`src/hdl/decode_pkg.sv`:
```
// shared types and constants for the four-stage x86 instruction decoder
// each stage hands one of the structs below to the next, and the top level
// drives a decoded_t to the consumer of the decoded fields
// import with decode_pkg::* inside a module body
package decode_pkg;

    localparam int window_bytes = 12; // prefix, opcode, modrm, sib, disp32, imm32
    localparam logic [7:0] operand_size_prefix = 8'h66;

    // byte 0 is the first byte in memory
    typedef logic [window_bytes-1:0][7:0] byte_window_t;

    // one-hot field length in the order 8, 16, 32, full, all zero when absent
    typedef logic [3:0] length_code_t;
    localparam length_code_t len_none = 4'b0000;
    localparam length_code_t len_8    = 4'b0001;
    localparam length_code_t len_16   = 4'b0010;
    localparam length_code_t len_32   = 4'b0100;
    localparam length_code_t len_full = 4'b1000; // far pointer code, never produced here

    typedef enum logic [2:0] {
        op_alu_rm_reg,  // 00-3f with low bits 0-3
        op_alu_acc_imm, // 00-3f with low bits 4-5
        op_alu_rm_imm,  // 80, 81, 83
        op_mov_reg_imm, // b0-bf
        op_invalid
    } opcode_class_t;

    typedef struct packed {
        logic         valid;
        logic         operand_size_16;
        byte_window_t window;          // opcode sits in byte 0
        logic         prefix_count;
    } prefix_stage_t;

    typedef struct packed {
        logic          valid;
        logic          operand_size_16;
        logic          prefix_count;
        logic [7:0]    opcode;
        opcode_class_t opcode_class;
        logic          has_modrm;
        length_code_t  immediate_length;
        byte_window_t  window;         // starts right after the opcode
    } opcode_stage_t;

    // reg is a keyword, so the ModR/M reg field is called reg_field throughout
    typedef struct packed {
        logic          valid;
        logic          operand_size_16;
        logic          prefix_count;
        logic [7:0]    opcode;
        opcode_class_t opcode_class;
        logic          has_modrm;
        length_code_t  immediate_length;
        logic [2:0]    reg_field;
        logic [2:0]    rm;
        logic          has_sib;
        logic [1:0]    sib_scale;
        logic [2:0]    sib_index;
        logic [2:0]    sib_base;
        length_code_t  displacement_length;
        byte_window_t  window;         // starts at the displacement
    } modrm_stage_t;

    typedef struct packed {
        logic          valid;
        opcode_class_t opcode_class;
        logic [7:0]    opcode;
        logic          operand_size_16;
        logic [2:0]    reg_field;
        logic [2:0]    rm;
        logic          has_sib;
        logic [1:0]    sib_scale;
        logic [2:0]    sib_index;
        logic [2:0]    sib_base;
        logic [31:0]   displacement;        // zero-extended
        length_code_t  displacement_length;
        logic [31:0]   immediate;           // zero-extended
        length_code_t  immediate_length;
        logic [3:0]    instruction_length;  // in bytes
    } decoded_t;

    // number of window bytes a length code takes up
    function automatic logic [2:0] length_bytes(length_code_t code);
        case (code)
            len_8:            return 3'd1;
            len_16:           return 3'd2;
            len_32, len_full: return 3'd4; // full shares the 32-bit slot in the window
            default:          return 3'd0;
        endcase
    endfunction

endpackage

```
`src/hdl/decode_stage_1.sv`:
```
// decode stage 1, operand-size prefix
// looks for a 0x66 prefix at the front of the window and removes it, so the
// stages after this one always find the opcode in byte 0
// one cycle of latency, a new window may arrive every cycle
module decode_stage_1 (
    input  logic                      clk,
    input  logic                      rst,
    input  decode_pkg::byte_window_t  window,
    input  logic                      window_valid,
    output decode_pkg::prefix_stage_t prefix_out
);
    import decode_pkg::*;

    prefix_stage_t prefix_next;
    logic          has_prefix;
    byte_window_t  shifted_window;

    assign has_prefix = (window[0] == operand_size_prefix);

    // drop byte 0 and fill the top of the window with zero
    assign shifted_window = {8'h00, window[window_bytes-1:1]};

    always_comb begin
        prefix_next.valid           = window_valid;
        prefix_next.operand_size_16 = has_prefix;
        prefix_next.prefix_count    = has_prefix; // at most one prefix is recognised
        prefix_next.window          = has_prefix ? shifted_window : window;
    end

    always_ff @(posedge clk) begin
        prefix_out <= prefix_next;
        if (rst) begin
            prefix_out.valid <= 1'b0;
        end
    end

endmodule

```
`src/hdl/decode_stage_2.sv`:
```
// decode stage 2, opcode
// sorts the one-byte opcode into an opcode class, works out whether a
// ModR/M byte follows and how long the immediate is, and moves the
// window past the opcode so the next stage sees ModR/M in byte 0
module decode_stage_2 (
    input  logic                      clk,
    input  logic                      rst,
    input  decode_pkg::prefix_stage_t prefix_in,
    output decode_pkg::opcode_stage_t opcode_out
);
    import decode_pkg::*;

    opcode_stage_t opcode_next;
    logic [7:0]    opcode;
    opcode_class_t opcode_class;
    length_code_t  full_size;     // immediate size for the word/dword forms
    length_code_t  immediate_length;

    assign opcode = prefix_in.window[0];

    always_comb begin
        unique casez (opcode)
            8'b00??_?0??:                opcode_class = op_alu_rm_reg;  // add..cmp r/m, reg
            8'b00??_?10?:                opcode_class = op_alu_acc_imm; // al or eax with imm
            8'h80, 8'h81, 8'h83:         opcode_class = op_alu_rm_imm;
            8'b1011_????:                opcode_class = op_mov_reg_imm;
            default:                     opcode_class = op_invalid;
        endcase
    end

    assign full_size = prefix_in.operand_size_16 ? len_16 : len_32;

    always_comb begin
        unique case (opcode_class)
            op_alu_acc_imm, op_alu_rm_imm: begin
                // low bit clear is the byte form, 83 sign-extends a byte
                if (!opcode[0] || opcode == 8'h83) begin
                    immediate_length = len_8;
                end else begin
                    immediate_length = full_size;
                end
            end
            op_mov_reg_imm: immediate_length = opcode[3] ? full_size : len_8;
            default:        immediate_length = len_none;
        endcase
    end

    always_comb begin
        opcode_next.valid            = prefix_in.valid;
        opcode_next.operand_size_16  = prefix_in.operand_size_16;
        opcode_next.prefix_count     = prefix_in.prefix_count;
        opcode_next.opcode           = opcode;
        opcode_next.opcode_class     = opcode_class;
        opcode_next.has_modrm        = (opcode_class == op_alu_rm_reg) ||
                                       (opcode_class == op_alu_rm_imm);
        opcode_next.immediate_length = immediate_length;
        opcode_next.window           = {8'h00, prefix_in.window[window_bytes-1:1]};
    end

    always_ff @(posedge clk) begin
        opcode_out <= opcode_next;
        if (rst) begin
            opcode_out.valid <= 1'b0;
        end
    end

endmodule

```
`src/hdl/decode_stage_3.sv`:
```
// decode stage 3, ModR/M and SIB
// splits the ModR/M byte and an optional SIB byte into their fields and
// works out the displacement length under the 32-bit addressing rules
// the window leaves this stage aligned so the displacement starts at byte 0
// instructions without ModR/M pass through with zero fields
module decode_stage_3 (
    input  logic                      clk,
    input  logic                      rst,
    input  decode_pkg::opcode_stage_t opcode_in,
    output decode_pkg::modrm_stage_t  modrm_out
);
    import decode_pkg::*;

    modrm_stage_t modrm_next;
    logic [7:0]   modrm;
    logic [7:0]   sib;
    logic [1:0]   mode;
    logic [2:0]   rm;
    logic         has_sib;
    length_code_t displacement_length;
    logic [1:0]   skip_bytes;     // ModR/M plus SIB bytes in front of the displacement

    assign modrm = opcode_in.window[0];
    assign sib   = opcode_in.window[1];
    assign mode  = modrm[7:6];
    assign rm    = modrm[2:0];

    // rm 100 with a memory operand means a SIB byte follows
    assign has_sib = opcode_in.has_modrm && (rm == 3'b100) && (mode != 2'b11);

    always_comb begin
        displacement_length = len_none;
        if (opcode_in.has_modrm) begin
            unique case (mode)
                2'b01: displacement_length = len_8;
                2'b10: displacement_length = len_32;
                2'b00: begin
                    // disp32 without base, either direct or through SIB base 101
                    if (rm == 3'b101 || (has_sib && sib[2:0] == 3'b101)) begin
                        displacement_length = len_32;
                    end
                end
                default: displacement_length = len_none; // register operand
            endcase
        end
    end

    assign skip_bytes = {1'b0, opcode_in.has_modrm} + {1'b0, has_sib};

    always_comb begin
        modrm_next.valid               = opcode_in.valid;
        modrm_next.operand_size_16     = opcode_in.operand_size_16;
        modrm_next.prefix_count        = opcode_in.prefix_count;
        modrm_next.opcode              = opcode_in.opcode;
        modrm_next.opcode_class        = opcode_in.opcode_class;
        modrm_next.has_modrm           = opcode_in.has_modrm;
        modrm_next.immediate_length    = opcode_in.immediate_length;
        modrm_next.reg_field           = opcode_in.has_modrm ? modrm[5:3] : 3'b000;
        modrm_next.rm                  = opcode_in.has_modrm ? rm : 3'b000;
        modrm_next.has_sib             = has_sib;
        modrm_next.sib_scale           = has_sib ? sib[7:6] : 2'b00;
        modrm_next.sib_index           = has_sib ? sib[5:3] : 3'b000;
        modrm_next.sib_base            = has_sib ? sib[2:0] : 3'b000;
        modrm_next.displacement_length = displacement_length;
        // zero fill from the top as bytes are consumed
        modrm_next.window              = opcode_in.window >> {skip_bytes, 3'b000};
    end

    always_ff @(posedge clk) begin
        modrm_out <= modrm_next;
        if (rst) begin
            modrm_out.valid <= 1'b0;
        end
    end

endmodule

```
`src/hdl/decode_stage_4.sv`:
```
// decode stage 4, displacement and immediate
// takes the displacement little-endian from the aligned window, then the
// immediate from the bytes after it, and adds up the instruction length
// both values come out zero-extended; the consumer sign-extends them from
// the length codes where the instruction asks for it
module decode_stage_4 (
    input  logic                     clk,
    input  logic                     rst,
    input  decode_pkg::modrm_stage_t modrm_in,
    output decode_pkg::decoded_t     decoded
);
    import decode_pkg::*;

    decoded_t        decoded_next;
    logic [31:0]     displacement;
    logic [31:0]     immediate;
    logic [3:0][7:0] immediate_bytes; // window bytes left after the displacement

    always_comb begin
        unique case (modrm_in.displacement_length)
            len_8: begin
                displacement    = {24'h0, modrm_in.window[0]};
                immediate_bytes = modrm_in.window[4:1];
            end
            len_16: begin
                displacement    = {16'h0, modrm_in.window[1:0]};
                immediate_bytes = modrm_in.window[5:2];
            end
            len_32, len_full: begin
                displacement    = modrm_in.window[3:0];
                immediate_bytes = modrm_in.window[7:4];
            end
            default: begin
                displacement    = 32'h0;
                immediate_bytes = modrm_in.window[3:0];
            end
        endcase
    end

    always_comb begin
        unique case (modrm_in.immediate_length)
            len_8:            immediate = {24'h0, immediate_bytes[0]};
            len_16:           immediate = {16'h0, immediate_bytes[1:0]};
            len_32, len_full: immediate = immediate_bytes;
            default:          immediate = 32'h0;
        endcase
    end

    always_comb begin
        decoded_next.valid               = modrm_in.valid;
        decoded_next.opcode_class        = modrm_in.opcode_class;
        decoded_next.opcode              = modrm_in.opcode;
        decoded_next.operand_size_16     = modrm_in.operand_size_16;
        decoded_next.reg_field           = modrm_in.reg_field;
        decoded_next.rm                  = modrm_in.rm;
        decoded_next.has_sib             = modrm_in.has_sib;
        decoded_next.sib_scale           = modrm_in.sib_scale;
        decoded_next.sib_index           = modrm_in.sib_index;
        decoded_next.sib_base            = modrm_in.sib_base;
        decoded_next.displacement        = displacement;
        decoded_next.displacement_length = modrm_in.displacement_length;
        decoded_next.immediate           = immediate;
        decoded_next.immediate_length    = modrm_in.immediate_length;
        // prefix + opcode + modrm + sib + displacement + immediate, at most 12
        decoded_next.instruction_length  = 4'(modrm_in.prefix_count) + 4'd1
                                         + 4'(modrm_in.has_modrm) + 4'(modrm_in.has_sib)
                                         + 4'(length_bytes(modrm_in.displacement_length))
                                         + 4'(length_bytes(modrm_in.immediate_length));
    end

    always_ff @(posedge clk) begin
        decoded <= decoded_next;
        if (rst) begin
            decoded.valid <= 1'b0;
        end
    end

endmodule

```
`src/hdl/instruction_decoder.sv`:
```
// top level of the x86 decoder front
// chains the prefix, opcode, ModR/M and displacement/immediate stages
// a window sampled with window_valid high comes out on decoded four clocks
// later, with decoded.valid high for exactly one cycle per window
// there is no back-pressure, so a new window may enter on every clock
module instruction_decoder (
    input  logic                     clk,
    input  logic                     rst,
    input  decode_pkg::byte_window_t window,
    input  logic                     window_valid,
    output decode_pkg::decoded_t     decoded
);
    import decode_pkg::*;

    prefix_stage_t prefix_stage;  // stage 1 to stage 2
    opcode_stage_t opcode_stage;  // stage 2 to stage 3
    modrm_stage_t  modrm_stage;   // stage 3 to stage 4

    decode_stage_1 i_decode_stage_1 (
        .clk          (clk),
        .rst          (rst),
        .window       (window),
        .window_valid (window_valid),
        .prefix_out   (prefix_stage)
    );

    decode_stage_2 i_decode_stage_2 (
        .clk        (clk),
        .rst        (rst),
        .prefix_in  (prefix_stage),
        .opcode_out (opcode_stage)
    );

    decode_stage_3 i_decode_stage_3 (
        .clk       (clk),
        .rst       (rst),
        .opcode_in (opcode_stage),
        .modrm_out (modrm_stage)
    );

    // last stage registers the output struct itself
    decode_stage_4 i_decode_stage_4 (
        .clk      (clk),
        .rst      (rst),
        .modrm_in (modrm_stage),
        .decoded  (decoded)
    );

endmodule

```
`config.mk`:
```
export PLATFORM = sky130hd
export DESIGN_NAME = instruction_decoder
export DESIGN_NICKNAME = d
export VERILOG_FILES = /design/src/hdl/decode_pkg.sv /design/src/hdl/decode_stage_1.sv /design/src/hdl/decode_stage_2.sv /design/src/hdl/decode_stage_3.sv /design/src/hdl/decode_stage_4.sv /design/src/hdl/instruction_decoder.sv
export SDC_FILE = /design/constraint.sdc
export NUM_CORES = 1
export LEC_CHECK = 0
export BUFFER_PORTS_ARGS = -buffer_cell sky130_fd_sc_hd__buf_2
export CORE_ASPECT_RATIO = 1.5
export CORE_MARGIN = 2
export CORE_UTILIZATION = 41
export CTS_BUF_LIST = sky130_fd_sc_hd__clkbuf_4 sky130_fd_sc_hd__clkbuf_8
export CTS_CLUSTER_DIAMETER = 150
export CTS_CLUSTER_SIZE = 14
export DETAILED_ROUTE_END_ITERATION = 8
export SKIP_CTS_REPAIR_TIMING = 1
export SYNTH_ARGS = -nofsm -noshare
export SYNTH_HDL_FRONTEND = slang
export SYNTH_SLANG_ARGS = --single-unit
```
`constraint.sdc`:
```
create_clock -name clk -period 3.2 [get_ports clk]
set_input_delay 0.32 -clock clk [delete_from_list [all_inputs] [get_ports clk]]
set_output_delay 0.32 -clock clk [all_outputs]
set_load 0.005 [all_outputs]
```
==> out/qor.csv, run 1 <==
metric,value,unit
status,"complete, no violations",
r2r_cells,5,
synth_area_leaders,"dfxtp_1, mux4_2, mux2_1, and2_1, nor2_1",
hold_viol,0,
ys.flop_type,dfxtp_1,
rows,77,
die_h,216,µm
cts_buffers,34,
start_util,41.6,%
detail-route-antenna-nets,0,
worst_slew_pin_slew,910,ps
root_buffer,clkbuf_8,
synth-edff-count,0,
synth_commonest_cells,"dfxtp_1, mux2_1, nor2_1",
drt_iter0_markers,411,
synth.most_common_cell,dfxtp_1,
placed_cell_area,13700,µm²
netlist_instances,861,
cap_violations,0,
min_path_type,input pin to flop,
relSlewSlack,39.4,%
tns,0,ps
synth_top_area_share,65.6,%
grt_pass1_vias,6929,
ys_types,43,
startpoint_type,flop,
port_buffers,199,
io_pins,203,
clkLatencyLatePin,570,ps
reg2reg_slack,520,ps
rsz0062_at_grt,false,
r2r_end,i_decode_stage_3.modrm_out[60],
dp_hpwl,19300,µm
first_pass_iters,4,
slew_viol_final,0,
dieArea,31400,µm²
clock_skew,40.5,ps
post_drt_via_cell_ratio,4.61,
dieWidth,145,µm
whs_path_depth,2,
fin_worst_hold_slack,1.45,ps
fin_nets,1247,
min_period,2680,ps
grt-ovfl-total,0,
htreeDepth,2,
route.detailed.drc,0,
ys_seq_area_share,65.6,%
syn_to_final_growth,21.7,%
maxClockFrequency,373,MHz
clk_pin_slew_worst_paths,90,ps
setup_viol,0,
crit_required,3630,ps
vias,7075,
core,29500,µm²
avgSynthCellArea,14.3,µm²
synth.ff_latch_count,402,
ys_async_sr_fraction,0,%
netlist_area,12300,µm²
rr_startpoint,i_decode_stage_2.opcode_out[100],
finalCritPeriodShare,83.7,%
wl,25900,µm
gp_congestion,0.782,
critPathKind,flop to flop,
grt_usage,16.2,%
critPathMaxFanout,29,
worst_slack,521,ps
post_drt_wl_per_cell,16.9,µm
grt_max_degree,48,
power.density,570,nW/µm²
vdd_drop_max,373,µV
synth_top_area_cell,dfxtp_1,
place_ws,506,ps
endpoint_kind,flop,
hold_start,window[80],
drive_gt1_share,28.3,%
cts_buffer_depth,3,
antenna_found_initial,1,
crit_arrival,3110,ps
min_to,i_decode_stage_1.prefix_out[73],
cts_tree,built,
grt_pass1_wl,39800,µm
p_leak,6.24,nW
ys_warn_count,0,
clock_sinks,402,
finalInstanceArea,14900,µm²
==> logic make-up after synthesis <==
logic type,share of synthesized area (%)
and+or+nand+nor,6.40
muxes,19.1
DFF,65.6
xor gates and xnor gates,0.357
adders and majority gates,1.41
buffers and inverters,2.40
AOI/OAI and AO/OA,4.74
other,0.0306
==> critical path: stages (launching register included) <==
cell,delay (ps)
dfxtp_1,520
nand2_1,160
a2111oi_4,510
ha_4,540
buf_12,270
mux4_2,520
==> per-layer routing <==
metal	wire length [µm]	GRT usage, %	vias up	share of wire, %
li1	-	-	3514	-
met1	11500	21.1	3315	44
met2	12700	27.3	199	49
met3	1000	2.68	47	3.9
met4	675	6.05	0	2.6
met5	0	0	-	0
==> cell usage in the layout (no fill, tap or decap), types with 7 or more instances in the layout <==
cell type and count:
a21oi_1 36, clkbuf_8 37, buf_2 199, buf_4 11, dlygate4sd3_1 72, a22oi_1 32, nor2_1 73, dfxtp_1 402
ha_1 7, mux4_2 64, and2_1 53, inv_1 11, mux2_1 80
==> final cells by class <==
type	instances	area, µm²
inverter	14	52.6
timing repair buffer	284	1840
fill	2611	14500
multi-input combinational	400	3960
clock inverter	1	30.0
clock buffer	37	509
tap	395	494
sequential	402	8050
antenna	1	2.50
==> registers in the layout, indices dropped and copies added, names as in the netlist <==
| register | count |
|---|---|
| i_decode_stage_2.opcode_out | 105 |
| i_decode_stage_3.modrm_out | 98 |
| i_decode_stage_4.decoded | 101 |
| i_decode_stage_1.prefix_out | 98 |
==> how the worst max path moves through the flow <==
stage          slack, ps                        endpoint                        startpoint
6_report             520  i_decode_stage_3.modrm_out[60]  i_decode_stage_2.opcode_out[100]
5_1_grt              320  i_decode_stage_3.modrm_out[53]  i_decode_stage_2.opcode_out[100]
4_1_cts              500  i_decode_stage_3.modrm_out[60]  i_decode_stage_2.opcode_out[100]
3_5_place_dp         510  i_decode_stage_3.modrm_out[59]  i_decode_stage_2.opcode_out[100]
3_3_place_gp         580  i_decode_stage_3.modrm_out[52]  i_decode_stage_2.opcode_out[100]
2_1_floorplan        920     i_decode_stage_4.decoded[1]   i_decode_stage_3.modrm_out[115]
==> stage by stage <==
step | util [%] | total power, mW | cells
after floorplan | - | 5.72 | 863
after global placement | 46.4 | 5.95 | 1423
after global routing | 50.7 | 8.89 | 1534
final | 50.7 | 8.51 | 1534
after CTS | 48.2 | 8.57 | 1461
after detailed placement | 46.4 | 5.96 | 1423
==> power by group <==
part / total, mW / internal, mW / switching, mW
combinational: 0.492 / 0.307 / 0.185
clock: 2.61 / 1.12 / 1.49
sequential: 5.41 / 5.26 / 0.158
Power figures use the tool's default switching activity.
==> run 2: changes to the inputs <==
==> constraint.sdc (replaced) <==
create_clock -name clk -period 2.4 [get_ports clk]
set_input_delay 0.24 -clock clk [delete_from_list [all_inputs] [get_ports clk]]
set_output_delay 0.24 -clock clk [all_outputs]
set_load 0.005 [all_outputs]
==> run 2 against run 1 <==
Against the previous run:
- critical path depth did not move
- core utilization rose by 2.7 points
- clock skew fell by 19 ps
- largest cell class unchanged
==> out/qor.csv, run 2 (synthesized netlist as in run 1, its figures left out) <==
metric,value,unit
worst_slew_pin_slew,509,ps
startpoint_type,flop,
endpoint_kind,flop,
dp_hpwl,19300,µm
maxClockFrequency,439,MHz
grt-ovfl-total,0,
critPathKind,flop to flop,
layout_commonest_cell,dfxtp_1,
cts_buffer_depth,3,
grt_max_degree,41,
largest_reg_flops,105,
tns,0,ps
regMostFlops,i_decode_stage_2.opcode_out,
crit_required,2830,ps
first_pass_iters,4,
vdd_drop_max,380,µV
root_buffer,clkbuf_8,
htreeDepth,2,
fin_nets,1326,
clock_sinks,402,
status,"complete, no violations",
clk_pin_slew_worst_paths,80,ps
rsz0062_at_grt,false,
detail-route-antenna-nets,0,
placed_cell_area,13800,µm²
diodes,0,
n_fill_cell,2549,
min_period,2280,ps
hold_viol,0,
critPathMaxFanout,2,
crit_arrival,2710,ps
slew_viol_final,0,
io_pins,203,
power.density,722,nW/µm²
clkLatencyLatePin,550,ps
dieArea,31400,µm²
largestRegisters,"i_decode_stage_2.opcode_out: 105 flops, i_decode_stage_4.decoded: 101 flops",
drt_iter0_markers,297,
syn_to_final_growth,28.2,%
gp_congestion,0.812,
antenna_found_initial,0,
setup_viol,0,
die_h,216,µm
route.detailed.drc,0,
p_leak,6.59,nW
dieWidth,145,µm
core,29500,µm²
port_buffers,199,
wl,26400,µm
grt_pass1_wl,39600,µm
post_drt_wl_per_cell,16.4,µm
cts_tree,built,
cts_buffers,34,
drive_gt1_share,27.5,%
grt_pass1_vias,6982,
finalCritPeriodShare,94.9,%
cap_violations,0,
rows,77,
clock_skew,21.3,ps
vias,7403,
relSlewSlack,66.1,%
min_path_type,input pin to flop,
final_cell_mix,"dfxtp_1, buf_2, dlygate4sd3_1",
post_drt_via_cell_ratio,4.60,
finalInstanceArea,15700,µm²
grt_usage,16.1,%
start_util,41.6,%
-- run 2: changes by cell type in the layout (fill, tap and decap cells not counted) --
| cell | change |
|---|---|
| dlygate4sd3_1 | +66 |
| buf_4 | +8 |
| buf_12 | +5 |
| clkbuf_8 | -2 |
| clkinvlp_4 | +1 |
| diode_2 | -1 |
-- run 2: where the power goes --
part / total [mW] / switching (mW) / internal (mW) / leakage, nW
clock network: 3.39 / 1.97 / 1.42 / 0.266
logic: 0.766 / 0.270 / 0.495 / 2.97
registers: 7.21 / 0.200 / 7.01 / 3.35
total: 11.4 / 2.44 / 8.93 / 6.59
-- run 2: per-layer routing --
| metal | part of all wire (%) | vias to the layer above | track usage, % |
|---|---|---|---|
| li1 | - | 3668 | - |
| met1 | 44 | 3484 | 21.5 |
| met2 | 50 | 204 | 26.6 |
| met3 | 3.7 | 47 | 2.75 |
| met4 | 2.6 | 0 | 5.69 |
| met5 | 0 | - | 0 |
-- run 2: path summary, 6_finish.rpt --
| path | startpoint | endpoint | slack [ps] | cells past startpoint |
|---|---|---|---|---|
| worst max-delay path | i_decode_stage_3.modrm_out[117] | i_decode_stage_4.decoded[1] | 120 | 5 |
| worst min-delay path | window[36] | i_decode_stage_1.prefix_out[29] | 20 | 2 |
| worst max register to register | i_decode_stage_3.modrm_out[117] | i_decode_stage_4.decoded[1] | 120 | 5 |
| worst min register to register | i_decode_stage_1.prefix_out[23] | i_decode_stage_2.opcode_out[14] | 320 | 0 |
-- run 2: final cells by class --
type | count | area (µm²) | area share (%)
multi-input combinational | 400 | 3960 | 25.2
sequential | 402 | 8050 | 51.1
clock inverter | 2 | 37.5 | 0.239
timing repair buffer | 363 | 2660 | 16.9
tap | 395 | 494 | 3.14
clock buffer | 35 | 482 | 3.06
inverter | 14 | 52.6 | 0.334
-- run 2: stage by stage --
step	instances	hold slack, ps	total power, mW	utilization (%)	worst slack [ps]
2_1_floorplan	863	310	7.63	-	122
3_3_place_gp	1436	310	7.95	46.9	163
3_5_place_dp	1436	312	7.96	46.9	119
4_1_cts	1473	-151	11.3	48.7	105
5_1_grt	1611	18.1	11.9	53.4	44.8
6_report	1611	23.2	11.4	53.4	122
-- run 2: worst max-delay path, cell delays in order (launching register included) --
cell	delay, ps
dfxtp_1	320
or3b_1	400
fa_1	520
fa_1	440
inv_2	80
fa_1	410
